==> config.mk <==
export PLATFORM = sky130hd
export DESIGN_NAME = plru_table
export DESIGN_NICKNAME = d
export VERILOG_FILES = /design/src/dcache/plru_table.sv
export VERILOG_INCLUDE_DIRS = /design/src /design/src/common
export SDC_FILE = /design/constraint.sdc
export NUM_CORES = 1
export LEC_CHECK = 0
export ABC_CLOCK_PERIOD_IN_PS = 3300
export BUFFER_PORTS_ARGS = -buffer_cell sky130_fd_sc_hd__buf_4
export CAP_MARGIN = 25
export CORE_MARGIN = 2
export CORE_UTILIZATION = 60
export CTS_BUF_LIST = sky130_fd_sc_hd__clkbuf_8 sky130_fd_sc_hd__clkbuf_16
export DETAILED_ROUTE_END_ITERATION = 10
export PLACE_DENSITY = 0.76
export SETUP_SLACK_MARGIN = 0.02
export SLEW_MARGIN = 5
export SYNTH_ARGS = -nofsm -noshare
export SYNTH_HDL_FRONTEND = slang
export SYNTH_SLANG_ARGS = --single-unit
==> constraint.sdc <==
create_clock -name clk -period 3.3 [get_ports clk]
set_input_delay 0.66 -clock clk [delete_from_list [all_inputs] [get_ports clk]]
set_output_delay 0.66 -clock clk [all_outputs]
set_load 0.05 [all_outputs]
==> src/common/dcache_defs.svh <==
`ifndef DCACHE_DEFS_SVH
`define DCACHE_DEFS_SVH

// data path
`define DATA_WIDTH     32
`define WORDS_PER_LINE 4
`define LINE_WIDTH     128
`define WSTRB_WIDTH    4

// geometry, 2 ways of 256 sets
`define ASSOC_NUM      2
`define INDEX_WIDTH    8
`define OFFSET_WIDTH   4  // byte offset in a line
`define TAG_WIDTH      20

`endif
==> src/dcache/plru_table.sv <==
`include "dcache_defs.svh"

module plru_table (
    input  logic                     clk,
    input  logic                     reset,
    input  logic                     update,
    input  logic [`INDEX_WIDTH-1:0]  index,
    input  logic                     used_way,
    output logic                     victim_way
);

    localparam int num_sets = 1 << `INDEX_WIDTH;

    logic [num_sets-1:0] mru;  // most recently used way per set

    always_ff @(posedge clk) begin
        if (reset) begin
            mru <= '0;
        end else if (update) begin
            mru[index] <= used_way;
        end
    end

    // evict the way not touched last
    assign victim_way = ~mru[index];

endmodule

==> results of run 1 <==
-- power by group --
group	switching, mW	leakage (nW)	internal (mW)
Sequential	0.00199	2.06	3.09
Combinational	0.356	2.13	0.174
Clock	1.20	0.439	1.72
-- cell type report --
type | instances | share of cell area
Clock buffer | 35 | 0.0558
Sequential cell | 256 | 0.364
Tap cell | 265 | 0.0235
Timing Repair Buffer | 137 | 0.0995
Inverter | 1 | 0.000266
Clock inverter | 8 | 0.00417
Multi-Input combinational cell | 987 | 0.453
-- layout by cell type (no fill, tap or decap), drive strengths merged --
| cell | n |
|---|---|
| nor2 | 64 |
| dfxtp | 256 |
| nand2b | 3 |
| and2 | 2 |
| clkbuf | 35 |
| nor3 | 5 |
| buf | 137 |
| or2 | 1 |
| o22ai | 1 |
| a211oi | 1 |
| o21ai | 224 |
| and3 | 16 |
| inv | 6 |
| nand3 | 261 |
| or3 | 1 |
| nor2b | 7 |
| bufinv | 1 |
| a22oi | 32 |
| nand2 | 29 |
| clkinv | 2 |
| mux4 | 64 |
| nor4 | 3 |
| or4 | 1 |
| mux2i | 32 |
| a21oi | 240 |
-- through the flow --
| stage | cell area [um^2] | power (mW) | setup TNS, ns | setup slack, ns | util |
|---|---|---|---|---|---|
| final | 14100 | 6.55 | -0.288 | -0.288 | 0.719 |
| after global routing | 14100 | 6.70 | -0.330 | -0.330 | 0.719 |
| after CTS | 14100 | 6.53 | -0.228 | -0.228 | 0.718 |
| after detailed placement | 12800 | 3.62 | -0.478 | -0.478 | 0.656 |
| after global placement | 12800 | 3.62 | -0.483 | -0.483 | 0.656 |
| after floorplan | 12100 | 3.44 | -0.0570 | -0.0570 | - |
-- metal layers --
metal | routed length [um] | part of all wire | global-route usage | up-vias
li1 | - | - | - | 5168
met1 | 14700 | 0.37 | 0.491 | 5656
met2 | 18500 | 0.46 | 0.585 | 910
met3 | 5190 | 0.13 | 0.0693 | 170
met4 | 1810 | 0.045 | 0.175 | 0
met5 | 0 | 0 | 0 | -
-- timing repair --
item,in CTS,in global routing
pin swaps,21,3
gates cloned,4,0
endpoints found under the setup margin,1,1
endpoints found under the hold margin,0,0
buffers inserted,10,0
resized for setup,38,3
-- cells by family after synthesis --
family / count (synthesis) / synth area share
multiplexers: 96 / 0.146
AND/OR/NAND/NOR: 393 / 0.157
flip-flops: 256 / 0.424
buffers and inverters: 176 / 0.0588
AO/OA/AOI/OAI: 498 / 0.214
-- worst min path at each step --
stage                     slack, ns                  start                     to  depth (start not counted)
after floorplan                0.45   mru[61]$_SDFFE_PP0P_   mru[61]$_SDFFE_PP0P_                          2
after global routing           0.49   mru[22]$_SDFFE_PP0P_   mru[22]$_SDFFE_PP0P_                          2
after global placement         0.46   mru[82]$_SDFFE_PP0P_   mru[82]$_SDFFE_PP0P_                          2
final                          0.47  mru[104]$_SDFFE_PP0P_  mru[104]$_SDFFE_PP0P_                          2
after detailed placement       0.47   mru[60]$_SDFFE_PP0P_   mru[60]$_SDFFE_PP0P_                          2
after CTS                      0.47   mru[60]$_SDFFE_PP0P_   mru[60]$_SDFFE_PP0P_                          2
-- critical path, cell delays in order --
cell and delay (ns):
buf_16 0.12, buf_12 0.13, buf_16 0.13, mux4_2 0.50, a22oi_2 0.17, a21oi_1 0.09, nor4_1 0.32, buf_4 0.18
o22ai_2 0.07, a211oi_4 0.33, buf_6 0.21
==> qor.yml, run 1 <==
status: "complete, but fails checks"
violations: "setup timing"
finalHoldViolCount: 0
yosysTopAreaCell: "dfxtp_1"
critPathRequiredTime_ns: 2.64
dr.first_iter.drc_count: 1848
multi_input_area_mm2: 0.00638
rsz0062_at_grt: "true"
syn_area_mm2: 0.0121
r2r_cells: 2
ir_drop_mv: 0.360
synth.top_cell.area_share: 0.424
drive_gt1_frac: 0.189
finalMaxSlewViolations: 0
min_path_type: "reg -> reg"
ys_async_sr_fraction: 0
endpoint: "victim_way"
setup_viol: 1
crit_start: "index[0]"
reg2reg_slack_ns: 2.54
row_count: 51
instances_no_fill: 1689
port-buffer-count: 12
largest-register: "mru"
ys_seq_area_frac: 0.424
clock.fmax_mhz: 279
wl_um: 40200
boundaryPins: 13
clk_pin_slew_ns: 0.06
wl_per_cell_um: 23.8
p_leak_nw: 4.63
drc: 0
drtPass1Iterations: 8
min_period_ns: 3.59
antennaDiodeCount: 0
initial_utilization: 0.616
yosysMostFrequentCell: "nand3_1"
critPathLaunchType: "primary input"
num_vias: 11900
die_h_um: 146
largest_reg_flops: 256
ys_ff_latch: 256
fin_worst_skew_ns: 0
syn_inst: 1419
cts_tree: "built"
r2r-start: "mru[145]$_SDFFE_PP0P_"
grt_usage: 0.369
fill_cells: 1455
via_per_inst: 7.05
synth_ff_type: "dfxtp_1"
syn_avg_cell_area_um2: 8.51
syn_to_final_growth_pct: 16.7
holdBufCountCts: 0
crit_path_end_kind: "primary output"
period_share: 1.09
cts-root-buf: "clkbuf_16"
synth_area_leaders: "dfxtp_1 42%, mux4_2 12%, nand3_1 11%, a21oi_1 9.9%, o21ai_0 9.3%"
cts.sinks: 256
whs_ns: 0.474
dp_cells: 1632
crit_type: "in -> out"
fp.dieW_um: 146
layout.area.seq_mm2: 0.00512
synth_edf_count: 0
grt_pass1_wl_um: 62900
dpl.hpwl_um: 24800
biggestRegsByFlops: "mru (256)"
numCtsBuffers: 26
grt_pass1_vias: 11500
tightest_slew_ns: 0.869
synth_warnings: 0
ys_types: 28
cp_max_fo: 5
fin_ws_ns: -0.288
ant_nets: 0
synth_commonest_cells: "261 x nand3_1, 256 x dfxtp_1, 240 x a21oi_1"
arrival_ns: 2.93
slew_headroom: 0.421
core_area_mm2: 0.0196
gp_congestion: 0.918
antenna_found_initial: 0
grt_start_max_net_pins: 93
timing.rr.end: "mru[145]$_SDFFE_PP0P_"
max_cap_violations: 0
insertion_delay_ns: 0.52
dieArea_mm2: 0.0213
p_per_area_mw_per_mm2: 465
grt_overflow_total: 0
finalNetCount: 1421
cts_max_level: 1
synthesis.nets: 1431
clockBufferDepth: 3
No activity file was read; power rests on OpenSTA's default activity.
==> inputs of run 2 (changes only) <==
--- a/config.mk
+++ b/config.mk
@@ -9,13 +9,14 @@
 export ABC_CLOCK_PERIOD_IN_PS = 3300
 export BUFFER_PORTS_ARGS = -buffer_cell sky130_fd_sc_hd__buf_4
 export CAP_MARGIN = 25
+export CELL_PAD_IN_SITES_DETAIL_PLACEMENT = 1
+export CELL_PAD_IN_SITES_GLOBAL_PLACEMENT = 2
 export CORE_MARGIN = 2
-export CORE_UTILIZATION = 60
+export CORE_UTILIZATION = 40
 export CTS_BUF_LIST = sky130_fd_sc_hd__clkbuf_8 sky130_fd_sc_hd__clkbuf_16
 export DETAILED_ROUTE_END_ITERATION = 10
-export PLACE_DENSITY = 0.76
+export PLACE_DENSITY_LB_ADDON = 0.1
 export SETUP_SLACK_MARGIN = 0.02
-export SLEW_MARGIN = 5
 export SYNTH_ARGS = -nofsm -noshare
 export SYNTH_HDL_FRONTEND = slang
 export SYNTH_SLANG_ARGS = --single-unit
==> run 2 against run 1 <==
Effect of this change: the flow still finishes with violations (setup timing); die area increased by 48%; via count decreased by 2.8%; register-to-register slack improved by 0.06 ns; setup slack got worse by 0.089 ns; worst hold slack improved by 0.0011 ns; total power increased by 5.0%; sequential cell count unchanged; routed wire length increased by 19%; sequential share of layout area decreased by 0.64 points.
==> qor.yml, run 2 (same netlist as run 1, synthesis figures left out) <==
tightest_slew_ns: 0.744
grt_pass1_wl_um: 72300
final_common_cell: "nand3_1"
dieArea_mm2: 0.0316
initial_utilization: 0.406
postLayoutCellArea_mm2: 0.0143
holdBufCountCts: 0
fp.dieW_um: 178
period_share: 1.11
finalHoldViolCount: 0
fin_worst_skew_ns: 0
boundaryPins: 13
largest_reg_flops: 256
wl_um: 47800
ant_nets: 0
power_mw: 6.88
rsz0062_at_grt: "true"
port-buffer-count: 12
crit_path_end_kind: "primary output"
p_leak_nw: 4.75
biggestRegsByFlops: "mru (256)"
arrival_ns: 3.02
grt_overflow_total: 0
numCtsBuffers: 31
fin_ws_ns: -0.377
finalMaxSlewViolations: 0
die_h_um: 178
cts_max_level: 1
fill_cells: 3419
violations: "setup timing"
place_ws_ns: -0.642
finalNetCount: 1439
min_path_type: "reg -> reg"
p_per_area_mw_per_mm2: 479
min_period_ns: 3.68
critPathRequiredTime_ns: 2.64
ir_drop_mv: 0.362
cts.sinks: 256
cts_tree: "built"
placed_cell_area_mm2: 0.0132
grt_start_max_net_pins: 115
clk_pin_slew_ns: 0.05
setup_viol: 1
core_area_mm2: 0.0297
status: "complete, but fails checks"
critPathLaunchType: "primary input"
gp_congestion: 0.811
clock.fmax_mhz: 272
crit_type: "in -> out"
grt_usage: 0.303
dr.first_iter.drc_count: 943
cp_max_fo: 10
max_cap_violations: 0
cts-root-buf: "clkbuf_16"
mostFrequentLayoutCells: "261 x nand3_1, 256 x dfxtp_1, 239 x a21oi_1"
antennaDiodeCount: 0
dpl.hpwl_um: 28900
drc: 0
num_vias: 11600
drtPass1Iterations: 4
drive_gt1_frac: 0.196
row_count: 63
slew_headroom: 0.503
largest-register: "mru"
antenna_found_initial: 0
wl_per_cell_um: 26.0
clockBufferDepth: 3
grt_pass1_vias: 11800
via_per_inst: 6.28
syn_to_final_growth_pct: 18.8
insertion_delay_ns: 0.57
run 2: cell types whose count changed in the layout (fill, tap and decap cells not counted), sizes merged:
cell      previous run  this run
clkinv               2         7
clkinvlp             0         1
inv                  6        12
clkbuf              35        40
bufinv               1         0
buf                137       149
run 2: per-layer routing:
metal | GRT usage | wire [um] | up-vias
met1 | 0.399 | 20400 | 5919
met5 | 0 | 0 | -
met3 | 0.0589 | 3290 | 86
met4 | 0.0799 | 1240 | 0
li1 | - | - | 5194
met2 | 0.509 | 22900 | 370
run 2: worst paths after layout:
check	slack, ns	cells after the start	endpoint	startpoint
hold / removal	0.48	2	mru[148]$_SDFFE_PP0P_	mru[148]$_SDFFE_PP0P_
setup / recovery	-0.38	9	victim_way	index[0]
setup reg to reg	2.60	2	mru[1]$_SDFFE_PP0P_	mru[1]$_SDFFE_PP0P_
hold reg to reg	0.48	2	mru[148]$_SDFFE_PP0P_	mru[148]$_SDFFE_PP0P_
run 2: power by group:
group          internal [mW]  switching (mW)
logic                  0.167           0.370
clock network           1.87            1.37
registers               3.09         0.00196
run 2: final cells by class:
type                    instances  area [um^2]  share of cell area
multi-input cells             987         6360               0.443
flip-flops and latches        256         5120               0.357
repair buffers                150         1390              0.0970
clock buffers                  39          886              0.0618
well taps                     390          488              0.0340
clock inverters                19         88.8             0.00619
inverters                       1         3.75            0.000262
run 2: critical path: stages:
cell,delay [ns]
buf_16,0.13
buf_16,0.16
buf_12,0.13
mux4_2,0.50
a22oi_2,0.23
a21oi_1,0.10
or4_4,0.57
a211oi_4,0.32
buf_6,0.21
run 2: repair_timing:
| item | 4_1_cts | 5_1_grt |
|---|---|---|
| pin swaps | 7 | 3 |
| endpoints found under the setup margin | 1 | 1 |
| gates cloned | 1 | 0 |
| setup buffers | 7 | 0 |
| resized for setup | 14 | 9 |
run 2: through the flow:
stage               std cells  hold WS (ns)   util  TNS (ns)
floorplan                1419         0.449      -   -0.0570
global placement         1776         0.458  0.443    -0.611
detailed placement       1776         0.467  0.443    -0.642
CTS                      1842         0.475  0.481    -0.383
global route             1842         0.493  0.483    -0.428
finish                   1842         0.475  0.483    -0.377
