==> config.mk <==
export PLATFORM = sky130hd
export DESIGN_NAME = dcache_ctrl
export DESIGN_NICKNAME = d
export VERILOG_FILES = /design/src/common/dcache_pkg.sv /design/src/dcache/dcache_ctrl.sv
export VERILOG_INCLUDE_DIRS = /design/src /design/src/common
export SDC_FILE = /design/constraint.sdc
export NUM_CORES = 1
export LEC_CHECK = 0
export BUFFER_PORTS_ARGS = -buffer_cell sky130_fd_sc_hd__buf_2
export CORE_AREA = 4 4 360 362
export DETAILED_ROUTE_END_ITERATION = 12
export DIE_AREA = 0 0 364 366
export PLACE_DENSITY = 0.34
export SLEW_MARGIN = 20
export SYNTH_ARGS = -nofsm -noshare
export SYNTH_HDL_FRONTEND = slang
export SYNTH_SLANG_ARGS = --single-unit
==> constraint.sdc <==
create_clock -name clk -period 4.45 [get_ports clk]
set_input_delay 0.6675 -clock clk [delete_from_list [all_inputs] [get_ports clk]]
set_output_delay 0.6675 -clock clk [all_outputs]
set_load 0.01 [all_outputs]
==> src/common/dcache_defs.svh <==
`ifndef DCACHE_DEFS_SVH
`define DCACHE_DEFS_SVH

// data path
`define DATA_WIDTH     32
`define WORDS_PER_LINE 4
`define LINE_WIDTH     128
`define WSTRB_WIDTH    4

// geometry, 2 ways of 256 sets
`define ASSOC_NUM      2
`define INDEX_WIDTH    8
`define OFFSET_WIDTH   4  // byte offset in a line
`define TAG_WIDTH      20

`endif
==> src/common/dcache_pkg.sv <==
`include "dcache_defs.svh"

package dcache_pkg;

    typedef enum logic {
        op_load  = 1'b0,
        op_store = 1'b1
    } mem_op_e;

    typedef struct packed {
        mem_op_e                   op;
        logic [`TAG_WIDTH-1:0]     tag;
        logic [`INDEX_WIDTH-1:0]   index;
        logic [`OFFSET_WIDTH-1:0]  offset;
        logic [`DATA_WIDTH-1:0]    wdata;
        logic [`WSTRB_WIDTH-1:0]   wstrb;  // one bit per byte lane
    } cpu_req_t;

    typedef struct packed {
        logic [`TAG_WIDTH-1:0] tag;
        logic                  valid;
    } tag_entry_t;

    // line leaving the cache on eviction
    typedef struct packed {
        logic [31:0]             addr;  // offset bits zero
        logic [`LINE_WIDTH-1:0]  line;
    } wb_line_t;

    typedef enum logic [2:0] {
        lookup      = 3'd0,
        miss_dirty  = 3'd1,
        write_back  = 3'd2,
        miss_clean  = 3'd3,
        refill      = 3'd4,
        refill_done = 3'd5
    } cache_state_e;

endpackage

==> src/dcache/dcache_ctrl.sv <==
`include "dcache_defs.svh"

module dcache_ctrl (
    input  logic                                     clk,
    input  logic                                     reset,
    input  logic                                     req_valid,
    input  dcache_pkg::cpu_req_t                     req,
    output logic                                     busy,
    output logic [`DATA_WIDTH-1:0]                   rdata,
    output logic                                     mem_rd_req,
    output logic [31:0]                              mem_rd_addr,
    input  logic                                     mem_rd_rdy,
    input  logic                                     mem_ret_valid,
    input  logic [`LINE_WIDTH-1:0]                   mem_ret_data,
    output logic                                     mem_wr_req,
    output dcache_pkg::wb_line_t                     mem_wr_line,
    input  logic                                     mem_wr_rdy,
    input  logic                                     mem_wr_valid,
    output logic                                     rd_en,
    output logic [`INDEX_WIDTH-1:0]                  rd_index,
    input  dcache_pkg::tag_entry_t [`ASSOC_NUM-1:0]  way_tags,
    input  logic [`ASSOC_NUM-1:0]                    way_dirty,
    input  logic [`ASSOC_NUM-1:0][`LINE_WIDTH-1:0]   way_lines,
    output logic                                     fill_we,
    output logic                                     store_we,
    output logic                                     wr_way,
    output logic [`INDEX_WIDTH-1:0]                  wr_index,
    output logic [`TAG_WIDTH-1:0]                    fill_tag,
    output logic [`LINE_WIDTH-1:0]                   fill_line,
    output logic [1:0]                               store_word,
    output logic [`DATA_WIDTH-1:0]                   store_data,
    output logic                                     plru_update,
    output logic                                     hit_way,
    input  logic                                     victim_way
);

    dcache_pkg::cache_state_e  state;
    dcache_pkg::cache_state_e  state_next;
    dcache_pkg::cpu_req_t      req_q;
    logic                      pending;  // request held, not yet answered
    logic                      accept;
    logic [`ASSOC_NUM-1:0]     hit;
    logic                      hit_any;
    logic [`DATA_WIDTH-1:0]    hit_word;
    logic [`DATA_WIDTH-1:0]    merged;
    dcache_pkg::tag_entry_t    victim_tag;

    assign busy   = pending || (state != dcache_pkg::lookup);
    assign accept = req_valid && !busy;

    always_ff @(posedge clk) begin
        if (reset) begin
            pending <= 1'b0;
        end else if (accept) begin
            pending <= 1'b1;
        end else if (plru_update) begin
            pending <= 1'b0;
        end
    end

    always_ff @(posedge clk) begin
        if (accept) begin
            req_q <= req;
        end
    end

    // arrays are read on acceptance and again once the refill has landed
    assign rd_en    = accept || (state == dcache_pkg::refill_done);
    assign rd_index = (state == dcache_pkg::refill_done) ? req_q.index : req.index;

    always_comb begin
        for (int w = 0; w < `ASSOC_NUM; w++) begin
            hit[w] = way_tags[w].valid && (way_tags[w].tag == req_q.tag);
        end
    end

    assign hit_any  = |hit;
    assign hit_way  = hit[1];
    assign hit_word = way_lines[hit_way][`DATA_WIDTH*req_q.offset[`OFFSET_WIDTH-1:2] +: `DATA_WIDTH];

    // byte lanes not strobed keep the cached value
    always_comb begin
        for (int b = 0; b < `WSTRB_WIDTH; b++) begin
            merged[8*b +: 8] = req_q.wstrb[b] ? req_q.wdata[8*b +: 8] : hit_word[8*b +: 8];
        end
    end

    assign plru_update = (state == dcache_pkg::lookup) && pending && hit_any;

    always_ff @(posedge clk) begin
        if (plru_update && (req_q.op == dcache_pkg::op_load)) begin
            rdata <= hit_word;
        end
    end

    // writes into the arrays
    assign fill_we    = (state == dcache_pkg::refill) && mem_ret_valid;
    assign store_we   = plru_update && (req_q.op == dcache_pkg::op_store);
    assign wr_way     = (state == dcache_pkg::refill) ? victim_way : hit_way;
    assign wr_index   = req_q.index;
    assign fill_tag   = req_q.tag;
    assign fill_line  = mem_ret_data;
    assign store_word = req_q.offset[`OFFSET_WIDTH-1:2];
    assign store_data = merged;

    // victim entry stays put until refill_done rereads the set
    assign victim_tag       = way_tags[victim_way];
    assign mem_wr_req       = (state == dcache_pkg::miss_dirty);
    assign mem_wr_line.addr = {victim_tag.tag, req_q.index, {`OFFSET_WIDTH{1'b0}}};
    assign mem_wr_line.line = way_lines[victim_way];
    assign mem_rd_req       = (state == dcache_pkg::miss_clean);
    assign mem_rd_addr      = {req_q.tag, req_q.index, {`OFFSET_WIDTH{1'b0}}};

    always_ff @(posedge clk) begin
        if (reset) begin
            state <= dcache_pkg::lookup;
        end else begin
            state <= state_next;
        end
    end

    always_comb begin
        state_next = state;
        case (state)
            dcache_pkg::lookup: begin
                if (pending && !hit_any) begin
                    if (victim_tag.valid && way_dirty[victim_way]) begin
                        state_next = dcache_pkg::miss_dirty;
                    end else begin
                        state_next = dcache_pkg::miss_clean;
                    end
                end
            end
            dcache_pkg::miss_dirty: begin
                if (mem_wr_rdy) begin
                    state_next = dcache_pkg::write_back;
                end
            end
            dcache_pkg::write_back: begin
                if (mem_wr_valid) begin  // write complete
                    state_next = dcache_pkg::miss_clean;
                end
            end
            dcache_pkg::miss_clean: begin
                if (mem_rd_rdy) begin
                    state_next = dcache_pkg::refill;
                end
            end
            dcache_pkg::refill: begin
                if (mem_ret_valid) begin
                    state_next = dcache_pkg::refill_done;
                end
            end
            dcache_pkg::refill_done: begin
                state_next = dcache_pkg::lookup;  // retry, now hits
            end
            default: begin
                state_next = dcache_pkg::lookup;
            end
        endcase
    end

    // memory requests are levels held until taken
    a_rd_req_held: assert property (@(posedge clk) disable iff (reset)
        mem_rd_req && !mem_rd_rdy |=> mem_rd_req);

    a_wr_req_held: assert property (@(posedge clk) disable iff (reset)
        mem_wr_req && !mem_wr_rdy |=> mem_wr_req);

    // the CPU request stays held for the whole miss
    a_held_in_miss: assert property (@(posedge clk) disable iff (reset)
        (state != dcache_pkg::lookup) |-> pending);

endmodule

==> results of run 1 <==
cell usage after synthesis (2+ instances only):
cell type    n  area, um^2
or3_1        2        12.5
buf_4      219        1640
o22ai_1     32         200
clkbuf_1    51         191
buf_6        3        33.8
o41ai_2     32         521
xnor2_1     36         315
a211oi_1    53         398
a211oi_2    11         138
nor2_1      71         267
edfxtp_1    99        2970
and3_1       3        18.8
a21oi_1      6        30.0
nand4_1      7        43.8
buf_2        7        35.0
o21ai_0    179         896
nand2b_1     4        25.0
nand2_1    171         642
o21ai_1     14        70.1
mux2_2      30         338
nor3_1      33         165
xor2_1       4        35.0
nand3_1     68         340
buf_1       13        48.8
inv_1      132         495
dfxtp_1      4        80.1
nor4_1       4        25.0
through the flow:
stage                     setup WS (ns)  utilization (%)  hold slack [ns]  std cells
final                             0.149             11.4            0.396       3408
after global routing             0.0109             11.4            0.337       3403
after CTS                       0.00911             11.3            0.316       3398
after detailed placement          0.239             11.1            0.500       3382
after global placement            0.294             11.1            0.500       3382
after floorplan                   0.896                -            0.466       1302
critical path, cell delays in order (launching register included):
cell      delay [ns]
edfxtp_1        0.56
xnor2_1         0.23
nand4_1         0.16
nor4_4          0.06
buf_4           0.15
buf_12          0.13
and2_4          0.22
buf_12          0.18
o21ai_0         0.65
o22ai_1         0.27
o41ai_2         0.37
buf_2           0.19
where the power goes:
group          internal (mW)  total (mW)  switching [mW]
clock network          0.393       0.925           0.532
logic                  0.826        2.27            1.45
registers               1.31        1.55           0.246
repair_timing:
item                       in CTS  in global routing
hold buffers                    0                  0
pin swaps                       1                  1
buffers inserted                0                  2
setup endpoints to repair      10                 11
resized for setup               2                  2
worst paths after layout:
kind                                             from                     end  slack [ns]  cells after the start
worst max-delay path            fill_tag[3]$_DFFE_PP_          store_data[30]        0.15                     11
worst min-delay path                          req[60]  fill_tag[12]$_DFFE_PP_        0.40                      1
worst max register to register  fill_tag[3]$_DFFE_PP_      rdata[8]$_DFFE_PP_        0.94                     11
worst min register to register   pending$_SDFFE_PP0P_    pending$_SDFFE_PP0P_        0.52                      2
state kept, by name, indices dropped and copies added (netlist names):
| name | cells |
|---|---|
| rdata | 32 |
| store_word | 2 |
| req_q | 37 |
| pending | 1 |
| wr_index | 8 |
| fill_tag | 20 |
| state | 3 |
final cells by class:
type | count | share of cell area, %
antenna | 8 | 0.139
timing repair buffer | 713 | 26.7
tap | 1662 | 14.4
sequential | 103 | 21.2
clock buffer | 10 | 1.59
multi-input combinational | 774 | 32.1
clock inverter | 6 | 0.373
inverter | 132 | 3.46
per-layer routing:
metal	wire length, um	global-route usage, %	vias to the layer above	part of all wire [%]
li1	-	-	5115	-
met1	36500	15.6	5424	41
met2	40500	20.9	724	45
met3	10500	6.34	215	12
met4	2350	2.81	10	2.6
met5	68	0	-	0.076
logic make-up (layout without fill, tap and decap cells):
kind of cell	count (synthesis)	in the layout
muxes	30	30
DFF	103	103
and+or+nand+nor	366	366
AOI/OAI and AO/OA	330	330
xor gates and xnor gates	40	40
buffers and inverters	425	861
other	1	16
==> metrics.csv, run 1 <==
stage;metric;value;unit
outcome;status;completed;
cts;cts.sinks;103;
detailed_routing;drc_errors;0;
power_and_ir_drop;powerDensity;330;mW/mm^2
place;placed_area;0.0141;mm^2
timing;tightest_slew;0.950;ns
floorplan;die_h;366;um
cts;cts_root_buf;clkbuf_16;
finish;multiInputGateArea;0.00462;mm^2
yosys;synth.distinct_cells;34;
yosys;synth-xor-area-share;3.49;%
yosys;synth_ff_type;edfxtp_1;
power_and_ir_drop;p_leak;6.18;nW
finish;fin_nets;2238;
detailed_routing;postRouteAntennaNets;0;
floorplan;core-area;0.127;mm^2
floorplan;dieArea;0.133;mm^2
timing;min_period;4.30;ns
timing;relSlewSlack;36.7;%
detailed_routing;viasPerCell;3.37;
worst_setup_path;worst_setup_path_start_kind;flip-flop;
floorplan;io_pins;936;
timing;fmax;232;MHz
run;cap_violations;0;
finish;seq_area;0.00305;mm^2
timing;finalSetupViolations;0;
timing;maxSlewViolCount;0;
yosys;ys_ff_latch;103;
timing;hold_violations;0;
finish;drive_above_1_share;46.8;%
timing;finalSetupTns;0;ns
timing;period_share;96.7;%
yosys;synth_compound_area_share;22.7;%
global_routing;grt_first_pass_wirelength;113;mm
detailed_routing;totalWireLength;89.9;mm
yosys;synthArstFlopShare;0;%
yosys;syn_area_per_cell;7.75;um^2
cts;tritoncts;yes;
min_path;min_path_type;in2reg;
yosys;ys_warn_count;0;
yosys;syn_area;0.0100;mm^2
global_routing;grt-ovfl-total;0;
yosys;synth_edf_count;99;
finish;layout_common_cells;buf_2, o21ai_0, nand2_1, inv_1, edfxtp_1;
yosys;synth_fa_ha_area_share;0;%
place;gp_congestion;0.835;
global_routing;antenna_found_initial;76;
timing;grt_setup_unrepaired;no;
cts;cts.clk_slew.worst_paths;0.10;ns
finish;final_area;0.0144;mm^2
finish;final_common_cell;buf_2;
power_and_ir_drop;vdd.ir_drop.worst;0.000197;V
floorplan;start_util;7.92;%
floorplan;die_w;364;um
place;dp.final_hpwl;77.0;mm
yosys;synthCells;1295;
finish;fillers;14826;
yosys;ys_seq_area_share;30.4;%
timing;fin_skew;0.0255;ns
worst_setup_path;criticalPathCategory;reg2out;
cts;insertion_delay;0.44;ns
place;port_buffers;669;
global_routing;grt_pass1_vias;11174;
cts;h-tree-depth;3;
worst_setup_path;end_kind;output pin;
finish;syn2layout_area_growth;43.5;%
yosys;synth_simple_gate_area_share;15.6;%
power_and_ir_drop;total_power;4.75;mW
detailed_routing;drt-pass1-iter-count;5;
global_routing;grt_usage;13.0;%
worst_setup_path;crit_required;3.78;ns
cts;clockBufferDepth;2;
detailed_routing;drt-wirelength-per-cell;26.4;um
floorplan;num_rows;131;
worst_setup_path;crit_fanout;43;
cts;cts_buffers;9;
global_routing;grt_max_degree;66;
yosys;synth_top_family_by_area;buffers and inverters;
detailed_routing;vias;11488;
yosys;synthMuxAreaShare;3.37;%
detailed_routing;drt_iter0_drc;664;
worst_setup_path;arrival;3.63;ns
(Power assumes the default switching activity.)
==> inputs of run 2 (changes only) <==
==> constraint.sdc (replaced) <==
create_clock -name clk -period 4.7 [get_ports clk]
set_input_delay 0.94 -clock clk [delete_from_list [all_inputs] [get_ports clk]]
set_output_delay 0.94 -clock clk [all_outputs]
set_load 0.01 [all_outputs]
==> run 2 against run 1 <==
Effect of this change:
- via count decreased by 0.43%
- register-to-register slack better by 0.17 ns
- critical endpoint is now store_data[22]
- first-iteration DRC count increased by 10%
- sequential power fell by 6%
- critical path depth increased by 2
- hold slack improved by 0.14 ns
- clock skew down 0.011 ns
==> metrics.csv, run 2 (same netlist as run 1, synthesis figures left out) <==
stage;metric;value;unit;change
outcome;status;completed;;
finish;final_common_cell;buf_2;;
cts;cts.sinks;103;;unchanged
timing;relSlewSlack;34.4;%;-2.3 points
timing;hold_ws;0.537;ns;+0.141 ns
place;dp.final_hpwl;78.1;mm;+1.4%
finish;regMostFlops;req_q;;
floorplan;start_util;7.92;%;unchanged
power_and_ir_drop;total_power;4.55;mW;-4.3%
place;placed_area;0.0143;mm^2;+1.6%
global_routing;antenna_found_initial;75;;-1.3%
cts;tritoncts;yes;;
global_routing;grt_first_pass_wirelength;114;mm;+0.54%
floorplan;die_h;366;um;unchanged
floorplan;die_w;364;um;unchanged
cts;h-tree-depth;3;;unchanged
worst_setup_path;criticalPathCategory;in2out;;
worst_setup_path;crit_path_top_delay_cell;nor4_4;;
floorplan;core-area;0.127;mm^2;unchanged
timing;maxSlewViolCount;0;;unchanged
finish;fin_nets;2262;;+1.1%
finish;largest_reg_flops;37;;unchanged
worst_setup_path;arrival;3.45;ns;-0.18 ns
floorplan;io_pins;936;;unchanged
timing;period_share;93.4;%;
timing;hold_violations;0;;unchanged
worst_setup_path;critPathBufInv;6;;+2
floorplan;dieArea;0.133;mm^2;unchanged
finish;multiInputGateArea;0.00460;mm^2;-0.43%
finish;seq_area;0.00305;mm^2;unchanged
finish;final_area;0.0146;mm^2;+1.5%
global_routing;grt_pass1_vias;11367;;+1.7%
finish;drive_above_1_share;47.4;%;+0.61 points
detailed_routing;totalWireLength;90.1;mm;+0.23%
timing;min_period;4.39;ns;
global_routing;grt_max_degree;97;;+47%
timing;fin_skew;0.0148;ns;-0.0107 ns
run;cap_violations;0;;unchanged
cts;cts_root_buf;clkbuf_16;;
worst_setup_path;crit_fanout;43;;unchanged
detailed_routing;drt-wirelength-per-cell;26.2;um;-0.47%
power_and_ir_drop;powerDensity;311;mW/mm^2;-5.7%
cts;post_cts_buffers;0;;unchanged
worst_setup_path;cp_cell_sequence;buf_2, xnor2_1, nand4_1, nor4_4, buf_12, and2_4, buf_12, buf_12, nor2_1, a211oi_1, buf_4, o41ai_2, buf_2;;
power_and_ir_drop;pwr-share-comb;48.1;%;+0.3 points
worst_setup_path;cp_slowest_stage_delay;0.33;ns;-0.32 ns
cts;insertion_delay;0.45;ns;about the same
detailed_routing;drt_iter0_drc;733;;+10%
cts;cts.clk_slew.worst_paths;0.10;ns;about the same
timing;grt_setup_unrepaired;no;;
power_and_ir_drop;p_int;2.45;mW;-3.0%
power_and_ir_drop;p_leak;6.31;nW;+2.1%
finish;syn2layout_area_growth;45.7;%;
detailed_routing;drt-pass1-iter-count;5;;unchanged
worst_setup_path;crit_top_cell;buf_12;;
power_and_ir_drop;p_clk_share;19.7;%;+0.2 points
finish;fillers;14790;;-0.24%
detailed_routing;vias;11439;;-0.43%
power_and_ir_drop;p_sw;2.10;mW;-5.8%
worst_setup_path;end_kind;output pin;;
detailed_routing;drc_errors;0;;unchanged
place;gp_congestion;0.838;;+0.43%
worst_setup_path;worst_setup_path_start_kind;primary input;;
cts;clockBufferDepth;2;;unchanged
timing;finalSetupTns;0;ns;unchanged
timing;fmax;228;MHz;
worst_setup_path;crit_family;buffers and inverters;;
cts;cts_buffers;9;;unchanged
detailed_routing;viasPerCell;3.33;;-1.1%
global_routing;grt_usage;13.1;%;+0.085 points
global_routing;grt-ovfl-total;0;;unchanged
finish;layout_common_cells;buf_2, o21ai_0, nand2_1, inv_1, edfxtp_1;;
cts;cts_resized;1;;-1
worst_setup_path;crit_required;3.76;ns;-0.02 ns
detailed_routing;postRouteAntennaNets;0;;unchanged
power_and_ir_drop;swShare;46.1;%;-0.72 points
power_and_ir_drop;vdd.ir_drop.worst;0.000293;V;+49%
min_path;min_path_type;reg2reg;;
cts;hold_buffers;0;;unchanged
timing;tightest_slew;0.984;ns;+0.0341 ns
timing;finalSetupViolations;0;;unchanged
finish;final_util;11.5;%;+0.17 points
floorplan;num_rows;131;;unchanged
power_and_ir_drop;p_seq_share;32.2;%;-0.5 points
place;port_buffers;669;;unchanged
[run 2: changes by cell type in the layout (fill, tap and decap cells not counted), moves of 2 or more]
cell      previous run  this run
a211oi_1            50        53
a211oi_2            14        11
buf_12              13        16
buf_4               31        52
clkinv_4             2         0
inv_6                1         3
[run 2: tightest hold or removal path, cell delays in order (launching register included)]
cell      delay [ns]
dfxtp_1         0.35
nand2b_1        0.08
a21oi_1         0.06
[run 2: layer usage]
layer | global-route usage, % | wire (um)
met5 | 0 | 48
met4 | 2.65 | 2240
met3 | 6.48 | 10200
met2 | 21.0 | 40700
met1 | 15.7 | 36900
[run 2: final timing paths]
| kind | start | endpoint | slack [ns] | cells after the start |
|---|---|---|---|---|
| setup / recovery | way_tags[40] | store_data[22] | 0.31 | 13 |
| hold / removal | pending$_SDFFE_PP0P_ | pending$_SDFFE_PP0P_ | 0.54 | 2 |
| setup reg to reg | fill_tag[3]$_DFFE_PP_ | rdata[6]$_DFFE_PP_ | 1.11 | 10 |
| hold reg to reg | pending$_SDFFE_PP0P_ | pending$_SDFFE_PP0P_ | 0.54 | 2 |
[run 2: through the flow]
stage | instances | setup WS (ns)
after CTS | 3424 | 0.115
after global placement | 3408 | 0.240
after global routing | 3426 | 0.0546
after detailed placement | 3408 | 0.212
after floorplan | 1302 | 0.873
final | 3432 | 0.309
[run 2: area by class of cell]
class | instances | area share [%]
flip-flops and latches | 103 | 20.9
diodes | 8 | 0.137
clock inverters | 6 | 0.419
multi-input cells | 774 | 31.5
inverters | 132 | 3.41
repair buffers | 737 | 27.8
well taps | 1662 | 14.2
clock buffers | 10 | 1.63
[run 2: power groups by stage]
stage / clock network, mW / logic [mW] / registers [mW]
after floorplan: 0 / 1.34 / 1.34
after global placement: 0 / 2.27 / 1.50
after detailed placement: 0 / 2.27 / 1.50
after CTS: 0.986 / 2.28 / 1.48
after global routing: 1.00 / 2.40 / 1.50
final: 0.898 / 2.19 / 1.46
